==> src/design/ex_settings.svh <==
//----------------------------------------------------------------------
// Execute stage settings
// Widths and latency shared by the fixed-latency units
//----------------------------------------------------------------------
`ifndef EX_SETTINGS_SVH
`define EX_SETTINGS_SVH

// Data and address width
`define EX_XLEN 32

// Scoreboard transaction ID width
`define EX_TRANS_ID_BITS 3

// CSR address width
`define EX_CSR_ADDR_BITS 12

// Cycles from multiplier issue to result
`define EX_MULT_LATENCY 1

`endif

==> src/design/ex_pkg.sv <==
//----------------------------------------------------------------------
// Execute stage package
// Data types and the functional-unit opcode encoding
//----------------------------------------------------------------------
`default_nettype none

`include "ex_settings.svh"

package ex_pkg;

    typedef logic [`EX_XLEN-1:0]          xlen_t;
    typedef logic [`EX_TRANS_ID_BITS-1:0] trans_id_t;
    typedef logic [`EX_CSR_ADDR_BITS-1:0] csr_addr_t;

    // Opcodes for the fixed-latency units
    typedef enum logic [4:0] {
        OP_ADD,
        OP_SUB,
        OP_AND,
        OP_OR,
        OP_XOR,
        OP_SLL,
        OP_SRL,
        OP_SLTU,
        // Branch compares
        OP_EQ,
        OP_NE,
        OP_LTU,
        OP_GEU,
        OP_CSRRW,
        OP_MUL,
        OP_MULHU
    } fu_op_e;

endpackage

`default_nettype wire

==> src/design/alu.sv <==
//----------------------------------------------------------------------
// ALU
// Single-cycle arithmetic, logic, shift and compare operations,
// plus the compare flag used by the branch unit
//----------------------------------------------------------------------
`timescale 1ns/1ns
`default_nettype none

module alu (
    input  ex_pkg::fu_op_e operator_i,
    input  ex_pkg::xlen_t  operand_a_i,
    input  ex_pkg::xlen_t  operand_b_i,
    output ex_pkg::xlen_t  result_o,
    output logic           branch_cmp_o
);

    logic       is_less;
    logic       is_equal;
    logic [4:0] shamt;

    // Unsigned compare shared by SLTU and the branch compares
    assign is_less  = operand_a_i < operand_b_i;
    assign is_equal = operand_a_i == operand_b_i;
    assign shamt    = operand_b_i[4:0];

    always_comb begin
        result_o     = '0;
        branch_cmp_o = 1'b0;

        case (operator_i)
            ex_pkg::OP_ADD:  result_o = operand_a_i + operand_b_i;
            ex_pkg::OP_SUB:  result_o = operand_a_i - operand_b_i;
            ex_pkg::OP_AND:  result_o = operand_a_i & operand_b_i;
            ex_pkg::OP_OR:   result_o = operand_a_i | operand_b_i;
            ex_pkg::OP_XOR:  result_o = operand_a_i ^ operand_b_i;
            ex_pkg::OP_SLL:  result_o = operand_a_i << shamt;
            ex_pkg::OP_SRL:  result_o = operand_a_i >> shamt;
            ex_pkg::OP_SLTU: result_o = ex_pkg::xlen_t'(is_less);

            // Compares only drive the flag, result stays zero
            ex_pkg::OP_EQ:   branch_cmp_o = is_equal;
            ex_pkg::OP_NE:   branch_cmp_o = ~is_equal;
            ex_pkg::OP_LTU:  branch_cmp_o = is_less;
            ex_pkg::OP_GEU:  branch_cmp_o = ~is_less;

            default: begin
                result_o     = '0;
                branch_cmp_o = 1'b0;
            end
        endcase
    end

endmodule

`default_nettype wire

==> src/design/branch_unit.sv <==
//----------------------------------------------------------------------
// Branch unit
// Resolves conditional branches from the ALU compare flag, checks
// the prediction and forms the link address
//----------------------------------------------------------------------
`timescale 1ns/1ns
`default_nettype none

module branch_unit (
    input  logic          branch_valid_i,
    input  ex_pkg::xlen_t pc_i,
    input  ex_pkg::xlen_t imm_i,
    input  logic          is_compressed_i,
    input  logic          branch_cmp_i,
    input  logic          predict_taken_i,
    input  ex_pkg::xlen_t predict_target_i,
    output ex_pkg::xlen_t link_addr_o,
    output ex_pkg::xlen_t resolved_target_o,
    output logic          resolved_taken_o,
    output logic          mispredict_o,
    output logic          resolve_branch_o
);

    ex_pkg::xlen_t pc_step;
    ex_pkg::xlen_t jump_target;
    logic          taken;
    logic          target_wrong;

    // Next sequential PC, compressed instructions are 2 bytes
    assign pc_step     = is_compressed_i ? ex_pkg::xlen_t'(2) : ex_pkg::xlen_t'(4);
    assign link_addr_o = pc_i + pc_step;
    assign jump_target = pc_i + imm_i;

    assign taken             = branch_valid_i & branch_cmp_i;
    assign resolved_taken_o  = taken;
    assign resolved_target_o = taken ? jump_target : link_addr_o;
    assign resolve_branch_o  = branch_valid_i;

    // Wrong direction, or right direction but wrong target
    assign target_wrong = taken & (jump_target != predict_target_i);
    assign mispredict_o = branch_valid_i & ((taken != predict_taken_i) | target_wrong);

endmodule

`default_nettype wire

==> src/design/csr_buffer.sv <==
//----------------------------------------------------------------------
// CSR buffer
// Holds the address of one outstanding CSR instruction and stalls
// issue until it commits or the pipeline is flushed
//----------------------------------------------------------------------
`timescale 1ns/1ns
`default_nettype none

`include "ex_settings.svh"

module csr_buffer (
    input  logic              clk_i,
    input  logic              rst_ni,
    input  logic              flush_i,
    input  logic              csr_valid_i,
    input  logic              csr_commit_i,
    input  ex_pkg::xlen_t     operand_a_i,
    input  ex_pkg::xlen_t     operand_b_i,
    output ex_pkg::xlen_t     csr_result_o,
    output logic              csr_ready_o,
    output ex_pkg::csr_addr_t csr_addr_o
);

    logic              full_q;
    ex_pkg::csr_addr_t addr_q;

    // Operand a is written back unchanged
    assign csr_result_o = operand_a_i;
    assign csr_ready_o  = ~full_q | csr_commit_i;
    assign csr_addr_o   = addr_q;

    always_ff @(posedge clk_i or negedge rst_ni) begin
        if (!rst_ni) begin
            full_q <= 1'b0;
        end else if (flush_i) begin
            full_q <= 1'b0;
        end else if (csr_valid_i) begin
            full_q <= 1'b1;
        end else if (csr_commit_i) begin
            full_q <= 1'b0;
        end
    end

    always_ff @(posedge clk_i) begin
        if (csr_valid_i) begin
            addr_q <= operand_b_i[`EX_CSR_ADDR_BITS-1:0];
        end
    end

endmodule

`default_nettype wire

==> src/design/ex_stage.sv <==
//----------------------------------------------------------------------
// Execute stage, fixed-latency units
// ALU, branch unit, CSR buffer and multiplier behind one issue port
// and one shared write-back port
//----------------------------------------------------------------------
`timescale 1ns/1ns
`default_nettype none

module ex_stage (
    input  logic              clk_i,
    input  logic              rst_ni,
    input  logic              flush_i,
    // Issue port
    input  ex_pkg::fu_op_e    operator_i,
    input  ex_pkg::xlen_t     operand_a_i,
    input  ex_pkg::xlen_t     operand_b_i,
    input  ex_pkg::xlen_t     imm_i,
    input  ex_pkg::trans_id_t trans_id_i,
    input  logic              alu_valid_i,
    input  logic              branch_valid_i,
    input  logic              csr_valid_i,
    input  logic              mult_valid_i,
    // Branch context
    input  ex_pkg::xlen_t     pc_i,
    input  logic              is_compressed_i,
    input  logic              predict_taken_i,
    input  ex_pkg::xlen_t     predict_target_i,
    input  logic              csr_commit_i,
    // Write-back
    output logic              flu_valid_o,
    output ex_pkg::xlen_t     flu_result_o,
    output ex_pkg::trans_id_t flu_trans_id_o,
    output logic              flu_ready_o,
    output ex_pkg::csr_addr_t csr_addr_o,
    // Branch resolution
    output logic              resolve_branch_o,
    output logic              resolved_taken_o,
    output ex_pkg::xlen_t     resolved_target_o,
    output logic              mispredict_o
);

    ex_pkg::xlen_t     alu_result;
    ex_pkg::xlen_t     link_addr;
    ex_pkg::xlen_t     csr_result;
    ex_pkg::xlen_t     mult_result;
    ex_pkg::trans_id_t mult_trans_id;
    logic              branch_cmp;
    logic              mult_valid;

    alu i_alu (
        .operator_i   (operator_i),
        .operand_a_i  (operand_a_i),
        .operand_b_i  (operand_b_i),
        .result_o     (alu_result),
        .branch_cmp_o (branch_cmp)
    );

    branch_unit i_branch_unit (
        .branch_valid_i    (branch_valid_i),
        .pc_i              (pc_i),
        .imm_i             (imm_i),
        .is_compressed_i   (is_compressed_i),
        .branch_cmp_i      (branch_cmp),
        .predict_taken_i   (predict_taken_i),
        .predict_target_i  (predict_target_i),
        .link_addr_o       (link_addr),
        .resolved_target_o (resolved_target_o),
        .resolved_taken_o  (resolved_taken_o),
        .mispredict_o      (mispredict_o),
        .resolve_branch_o  (resolve_branch_o)
    );

    // Only the CSR buffer can stall issue
    csr_buffer i_csr_buffer (
        .clk_i        (clk_i),
        .rst_ni       (rst_ni),
        .flush_i      (flush_i),
        .csr_valid_i  (csr_valid_i),
        .csr_commit_i (csr_commit_i),
        .operand_a_i  (operand_a_i),
        .operand_b_i  (operand_b_i),
        .csr_result_o (csr_result),
        .csr_ready_o  (flu_ready_o),
        .csr_addr_o   (csr_addr_o)
    );

    multiplier i_multiplier (
        .clk_i           (clk_i),
        .rst_ni          (rst_ni),
        .flush_i         (flush_i),
        .mult_valid_i    (mult_valid_i),
        .operator_i      (operator_i),
        .operand_a_i     (operand_a_i),
        .operand_b_i     (operand_b_i),
        .trans_id_i      (trans_id_i),
        .mult_valid_o    (mult_valid),
        .result_o        (mult_result),
        .mult_trans_id_o (mult_trans_id)
    );

    wb_arbiter i_wb_arbiter (
        .alu_valid_i     (alu_valid_i),
        .branch_valid_i  (branch_valid_i),
        .csr_valid_i     (csr_valid_i),
        .mult_valid_i    (mult_valid),
        .alu_result_i    (alu_result),
        .csr_result_i    (csr_result),
        .mult_result_i   (mult_result),
        .link_addr_i     (link_addr),
        .trans_id_i      (trans_id_i),
        .mult_trans_id_i (mult_trans_id),
        .flu_valid_o     (flu_valid_o),
        .flu_result_o    (flu_result_o),
        .flu_trans_id_o  (flu_trans_id_o)
    );

endmodule

`default_nettype wire

==> src/design/multiplier.sv <==
//----------------------------------------------------------------------
// Multiplier
// One-stage unsigned multiplier returning the low or high half of
// the product, with its transaction ID carried alongside
//----------------------------------------------------------------------
`timescale 1ns/1ns
`default_nettype none

`include "ex_settings.svh"

module multiplier (
    input  logic              clk_i,
    input  logic              rst_ni,
    input  logic              flush_i,
    input  logic              mult_valid_i,
    input  ex_pkg::fu_op_e    operator_i,
    input  ex_pkg::xlen_t     operand_a_i,
    input  ex_pkg::xlen_t     operand_b_i,
    input  ex_pkg::trans_id_t trans_id_i,
    output logic              mult_valid_o,
    output ex_pkg::xlen_t     result_o,
    output ex_pkg::trans_id_t mult_trans_id_o
);

    logic [2*`EX_XLEN-1:0] product;
    ex_pkg::xlen_t         result_d;
    ex_pkg::xlen_t         result_q;
    ex_pkg::trans_id_t     trans_id_q;
    logic                  valid_q;

    assign product  = operand_a_i * operand_b_i;
    // High half for MULHU, low half otherwise
    assign result_d = (operator_i == ex_pkg::OP_MULHU) ? product[2*`EX_XLEN-1:`EX_XLEN]
                                                       : product[`EX_XLEN-1:0];

    always_ff @(posedge clk_i or negedge rst_ni) begin
        if (!rst_ni) begin
            valid_q <= 1'b0;
        end else begin
            valid_q <= mult_valid_i & ~flush_i;
        end
    end

    always_ff @(posedge clk_i) begin
        result_q   <= result_d;
        trans_id_q <= trans_id_i;
    end

    // A flush also kills the result leaving this cycle
    assign mult_valid_o    = valid_q & ~flush_i;
    assign result_o        = result_q;
    assign mult_trans_id_o = trans_id_q;

endmodule

`default_nettype wire

==> src/design/wb_arbiter.sv <==
//----------------------------------------------------------------------
// Write-back arbiter
// Fixed-priority select of the shared write-back port
//----------------------------------------------------------------------
`timescale 1ns/1ns
`default_nettype none

module wb_arbiter (
    input  logic              alu_valid_i,
    input  logic              branch_valid_i,
    input  logic              csr_valid_i,
    input  logic              mult_valid_i,
    input  ex_pkg::xlen_t     alu_result_i,
    input  ex_pkg::xlen_t     csr_result_i,
    input  ex_pkg::xlen_t     mult_result_i,
    input  ex_pkg::xlen_t     link_addr_i,
    input  ex_pkg::trans_id_t trans_id_i,
    input  ex_pkg::trans_id_t mult_trans_id_i,
    output logic              flu_valid_o,
    output ex_pkg::xlen_t     flu_result_o,
    output ex_pkg::trans_id_t flu_trans_id_o
);

    assign flu_valid_o = alu_valid_i | branch_valid_i | csr_valid_i | mult_valid_i;

    //------------------------------------------------------------------
    // Result select: ALU, CSR, multiplier, branch link by default
    //------------------------------------------------------------------
    always_comb begin
        flu_result_o   = link_addr_i;
        flu_trans_id_o = trans_id_i;

        if (alu_valid_i) begin
            flu_result_o = alu_result_i;
        end else if (csr_valid_i) begin
            flu_result_o = csr_result_i;
        end else if (mult_valid_i) begin
            // Multiply finishes later, so use its own ID
            flu_result_o   = mult_result_i;
            flu_trans_id_o = mult_trans_id_i;
        end
    end

endmodule

`default_nettype wire

==> config.mk <==
export PLATFORM = sky130hd
export DESIGN_NAME = ex_stage
export DESIGN_NICKNAME = d
export VERILOG_FILES = /design/src/design/ex_pkg.sv /design/src/design/alu.sv /design/src/design/branch_unit.sv /design/src/design/csr_buffer.sv /design/src/design/ex_stage.sv /design/src/design/multiplier.sv /design/src/design/wb_arbiter.sv
export VERILOG_INCLUDE_DIRS = /design/src /design/src/design
export SDC_FILE = /design/constraint.sdc
export NUM_CORES = 2
export LEC_CHECK = 0
export BUFFER_PORTS_ARGS = -buffer_cell sky130_fd_sc_hd__buf_2
export CORE_MARGIN = 5
export CORE_UTILIZATION = 50
export CTS_BUF_LIST = sky130_fd_sc_hd__clkbuf_4 sky130_fd_sc_hd__clkbuf_8
export DETAILED_ROUTE_END_ITERATION = 6
export GPL_TIMING_DRIVEN = 0
export PLACE_DENSITY = 0.68
export SYNTH_ARGS = -nofsm -noshare
export SYNTH_HDL_FRONTEND = slang
export SYNTH_SLANG_ARGS = --single-unit
export TNS_END_PERCENT = 50
==> constraint.sdc <==
create_clock -name clk_i -period 9.43 [get_ports clk_i]
set_input_delay 1.886 -clock clk_i [delete_from_list [all_inputs] [get_ports clk_i]]
set_output_delay 1.886 -clock clk_i [all_outputs]
set_load 0.1 [all_outputs]
==> summary.md <==
| Metric | Value |
|---|---|
| Half-perimeter wire length after placement | `194 mm` |
| Total CTS buffers | `5` |
| Overall fraction of global-route tracks in use | `0.482` |
| Initial DRC count | `5553` |
| Pre-CTS WS | `-3.08 ns` |
| Worst path required time | `9.68 ns` |
| Die H | `309 um` |
| Area of the mapped netlist | `44600 sq um` |
| Final Hold Fails | `0` |
| Share of final-layout standard cells stronger than drive strength 1 | `0.124` |
| Number of remaining DRC errors | `0` |
| Clock transition at the registers of the reported paths | `0.11 ns` |
| Average wire length per cell after detail routing | `32.8 um` |
| Critical Path Source | `operand_a_i[2]` |
| H-tree levels | `2` |
| Proportion of synthesized chip area in sequential cells | `0.0249` |
| Count of yosys warnings during synthesis | `0` |
| Max-cap violations | `0` |
| Clk sinks | `49` |
| Wire length of the first global-routing pass | `327 mm` |
| Mapped Avg Cell Area | `8.00 sq um` |
| Detailed-route via count | `44800` |
| Boundary pin count | `262` |
| Final Worst Setup Slack | `-0.0378 ns` |
| Unrepaired setup endpoints after global routing | `true` |
| Standard-cell row count | `109` |
| IO buf count | `259` |
| Setup TNS Final | `-0.0378 ns` |
| Part of the cycle the worst path needs | `1.00` |
| Clock insertion delay at the later pin of the skew report | `0.36 ns` |
| Final-report setup violation count | `1` |
| Clk root buf | `clkbuf_8` |
| P&R area growth vs syn | `11.9%` |
| Shortest clock period the worst path allows after layout | `9.47 ns` |
| Filler Cell Count | `8375` |
| Clk buf depth | `2` |
| Count of nets after finishing | `7349` |
| Hold buffers post-CTS | `0` |
| Slew Limit Headroom | `0.0549` |
| Cell count of the worst hold path | `2` |
| EDFF count, synth | `12` |
| Die Outline Area | `95300 sq um` |
| Delay of the slowest cell on the worst path | `0.56 ns` |
| Overflow left after global routing | `0` |
| Number of nets with antenna violations after routing | `0` |
| First-pass iteration count of the detailed router | `6` |
| Failing checks | `negative setup slack` |
| Final Max Tran Viols | `0` |
| Starting utilization of the core area | `0.504` |
| Fraction of registers with async set/reset | `0.0408` |
| Final WL | `232 mm` |
| Worst Setup Start Kind | `primary input` |
| Number of distinct library cells after synthesis | `103` |
| Kind of critical path | `primary input to flip-flop` |
| Initial antenna violation count | `20` |
| Worst reg2reg setup slack | `8.80 ns` |
| Largest net degree at the start of global routing | `20` |
| Area of the core | `88500 sq um` |
| Final setup skew | `0 ns` |
| Net count after synthesis | `7052` |
| Endpoint of the most critical register-to-register path | `i_csr_buffer.full_q$_DFFE_PN0P_` |
| Final weighted congestion in routability-driven placement | `1.09` |
| Worst setup path endpoint | `i_multiplier.result_o[21]$_DFF_P_` |
| Source of the worst register-to-register timing path | `i_csr_buffer.full_q$_DFFE_PN0P_` |
| Hold/Removal Path Class | `flip-flop to flip-flop` |
| Measured slew at the worst slew-check pin | `1.41 ns` |
| Max Clk Rate | `106 MHz` |
| Crit path top cell by count | `fa_1` |
| Critical-path maximum fanout | `10` |
| Clock tree from TritonCTS | `done` |
| Post-synthesis register bit count | `49` |
| Die outline width | `309 um` |
| Outcome | `finished, violations left` |
| Synth Instances | `5581` |
| CP Data Arrival Time | `9.72 ns` |
| Primary FF master, synth | `dfxtp_1` |
| Vias in the first global route | `45400` |
| Slowest library cell on the worst path | `fa_1` |
| Crit path capture type | `flip-flop` |
| Vias per std cell | `6.34` |
| Number of cells traversed by the worst register-to-register path | `2` |
-- metal layers --
metal	track usage	share of wire
met1	0.599	0.36
met2	0.703	0.41
met3	0.174	0.13
met4	0.332	0.092
met5	0.00693	0.00071
-- layout make-up --
class | count | area, sq um | area share
Timing Repair Buffer | 324 | 1980 | 0.0397
Sequential cell | 49 | 1110 | 0.0222
Inverter | 936 | 3710 | 0.0744
Clock inverter | 1 | 7.51 | 0.000150
Clock buffer | 7 | 83.8 | 0.00168
Buffer | 318 | 2220 | 0.0444
Tap cell | 1165 | 1460 | 0.0292
Multi-Input combinational cell | 4244 | 39300 | 0.787
Antenna cell | 18 | 45.0 | 0.000902
-- flip-flops by register name, summed over array words and instances (netlist names) --
signal and cells:
i_multiplier.result_o 32, i_csr_buffer.csr_addr_o 12, i_multiplier.mult_trans_id_o 3, i_csr_buffer.full_q 1, i_multiplier.valid_q 1
-- logic make-up after synthesis --
family                     count (synthesis)  share of synthesized area
buffers and inverters                   1288                      0.109
and+or+nand+nor                         1764                      0.164
muxes                                     92                     0.0212
AOI/OAI and AO/OA                        921                      0.132
adders and majority gates               1294                      0.514
DFF                                       49                     0.0249
xor gates and xnor gates                 173                     0.0354
-- through the flow --
stage                     hold WS [ns]  cells   util  area, sq um
after floorplan                   1.22   5581      -        44700
after global placement           0.538   7005  0.536        47400
after detailed placement         0.549   7006  0.536        47400
after CTS                        0.567   7023  0.554        49000
after global routing             0.585   7044  0.564        49900
final                            0.557   7062  0.564        49900
-- worst max-delay path: cells and delay by family --
kind | cells | cell delay (ns)
AND/OR/NAND/NOR | 4 | 0.62
adder cells (fa/ha/maj) | 9 | 3.79
AO/OA/AOI/OAI | 7 | 1.55
buffers and inverters | 12 | 1.82
-- Yosys cell counts, types with 23 or more instances --
library cell	instances	area share
inv_1	913	0.077
fa_1	900	0.40
nor2_1	893	0.075
nand2_1	593	0.050
ha_1	393	0.11
a21oi_1	274	0.031
clkbuf_1	255	0.021
o21ai_0	227	0.025
xnor2_1	106	0.021
mux2i_1	81	0.018
buf_1	76	0.0064
a21o_1	68	0.011
a211oi_1	65	0.011
xor2_1	62	0.012
nor3_1	49	0.0055
o22ai_1	45	0.0063
nand3_1	42	0.0047
dfxtp_1	35	0.016
nand4_1	35	0.0049
and3_1	30	0.0042
a221oi_1	28	0.0055
o21bai_1	28	0.0047
nor2b_1	23	0.0032
-- worst min path at each step --
stage,to,start,slack [ns]
final,i_csr_buffer.full_q$_DFFE_PN0P_,i_csr_buffer.full_q$_DFFE_PN0P_,0.56
after global routing,i_csr_buffer.full_q$_DFFE_PN0P_,i_csr_buffer.full_q$_DFFE_PN0P_,0.58
after CTS,i_csr_buffer.full_q$_DFFE_PN0P_,i_csr_buffer.full_q$_DFFE_PN0P_,0.57
after detailed placement,i_csr_buffer.full_q$_DFFE_PN0P_,i_csr_buffer.full_q$_DFFE_PN0P_,0.55
after global placement,i_csr_buffer.full_q$_DFFE_PN0P_,i_csr_buffer.full_q$_DFFE_PN0P_,0.54
after floorplan,i_csr_buffer.full_q$_DFFE_PN0P_,i_csr_buffer.full_q$_DFFE_PN0P_,1.22
-- cells in the final DEF (no fill, tap or decap), types with 18 or more instances in the layout --
cell type	count
inv_1	883
nand4_1	35
nor2_2	21
ha_1	369
mux2i_1	81
buf_6	31
nand3_1	40
o22ai_1	44
buf_1	18
dfxtp_1	35
clkbuf_1	100
nor3_1	47
buf_4	99
nor2b_1	22
o21ai_0	220
clkinvlp_4	25
and3_1	29
clkbuf_2	38
clkbuf_4	43
a211oi_1	64
fa_1	896
xnor2_1	99
buf_2	267
diode_2	18
nand2_1	591
a21o_1	67
a21oi_1	266
nand2b_1	18
a221oi_1	26
o21bai_1	27
clkbuf_8	19
nor2_1	870
xor2_1	58
-- timing repair --
item,4_1_cts,5_1_grt
cloned,0,1
gates resized for setup,546,230
endpoints found under the setup margin,93,37
setup buffers,37,26
pin swaps,23,24
Power is not shown: default switching activity piles up to over one toggle a cycle in this logic, so the estimate is an artifact.
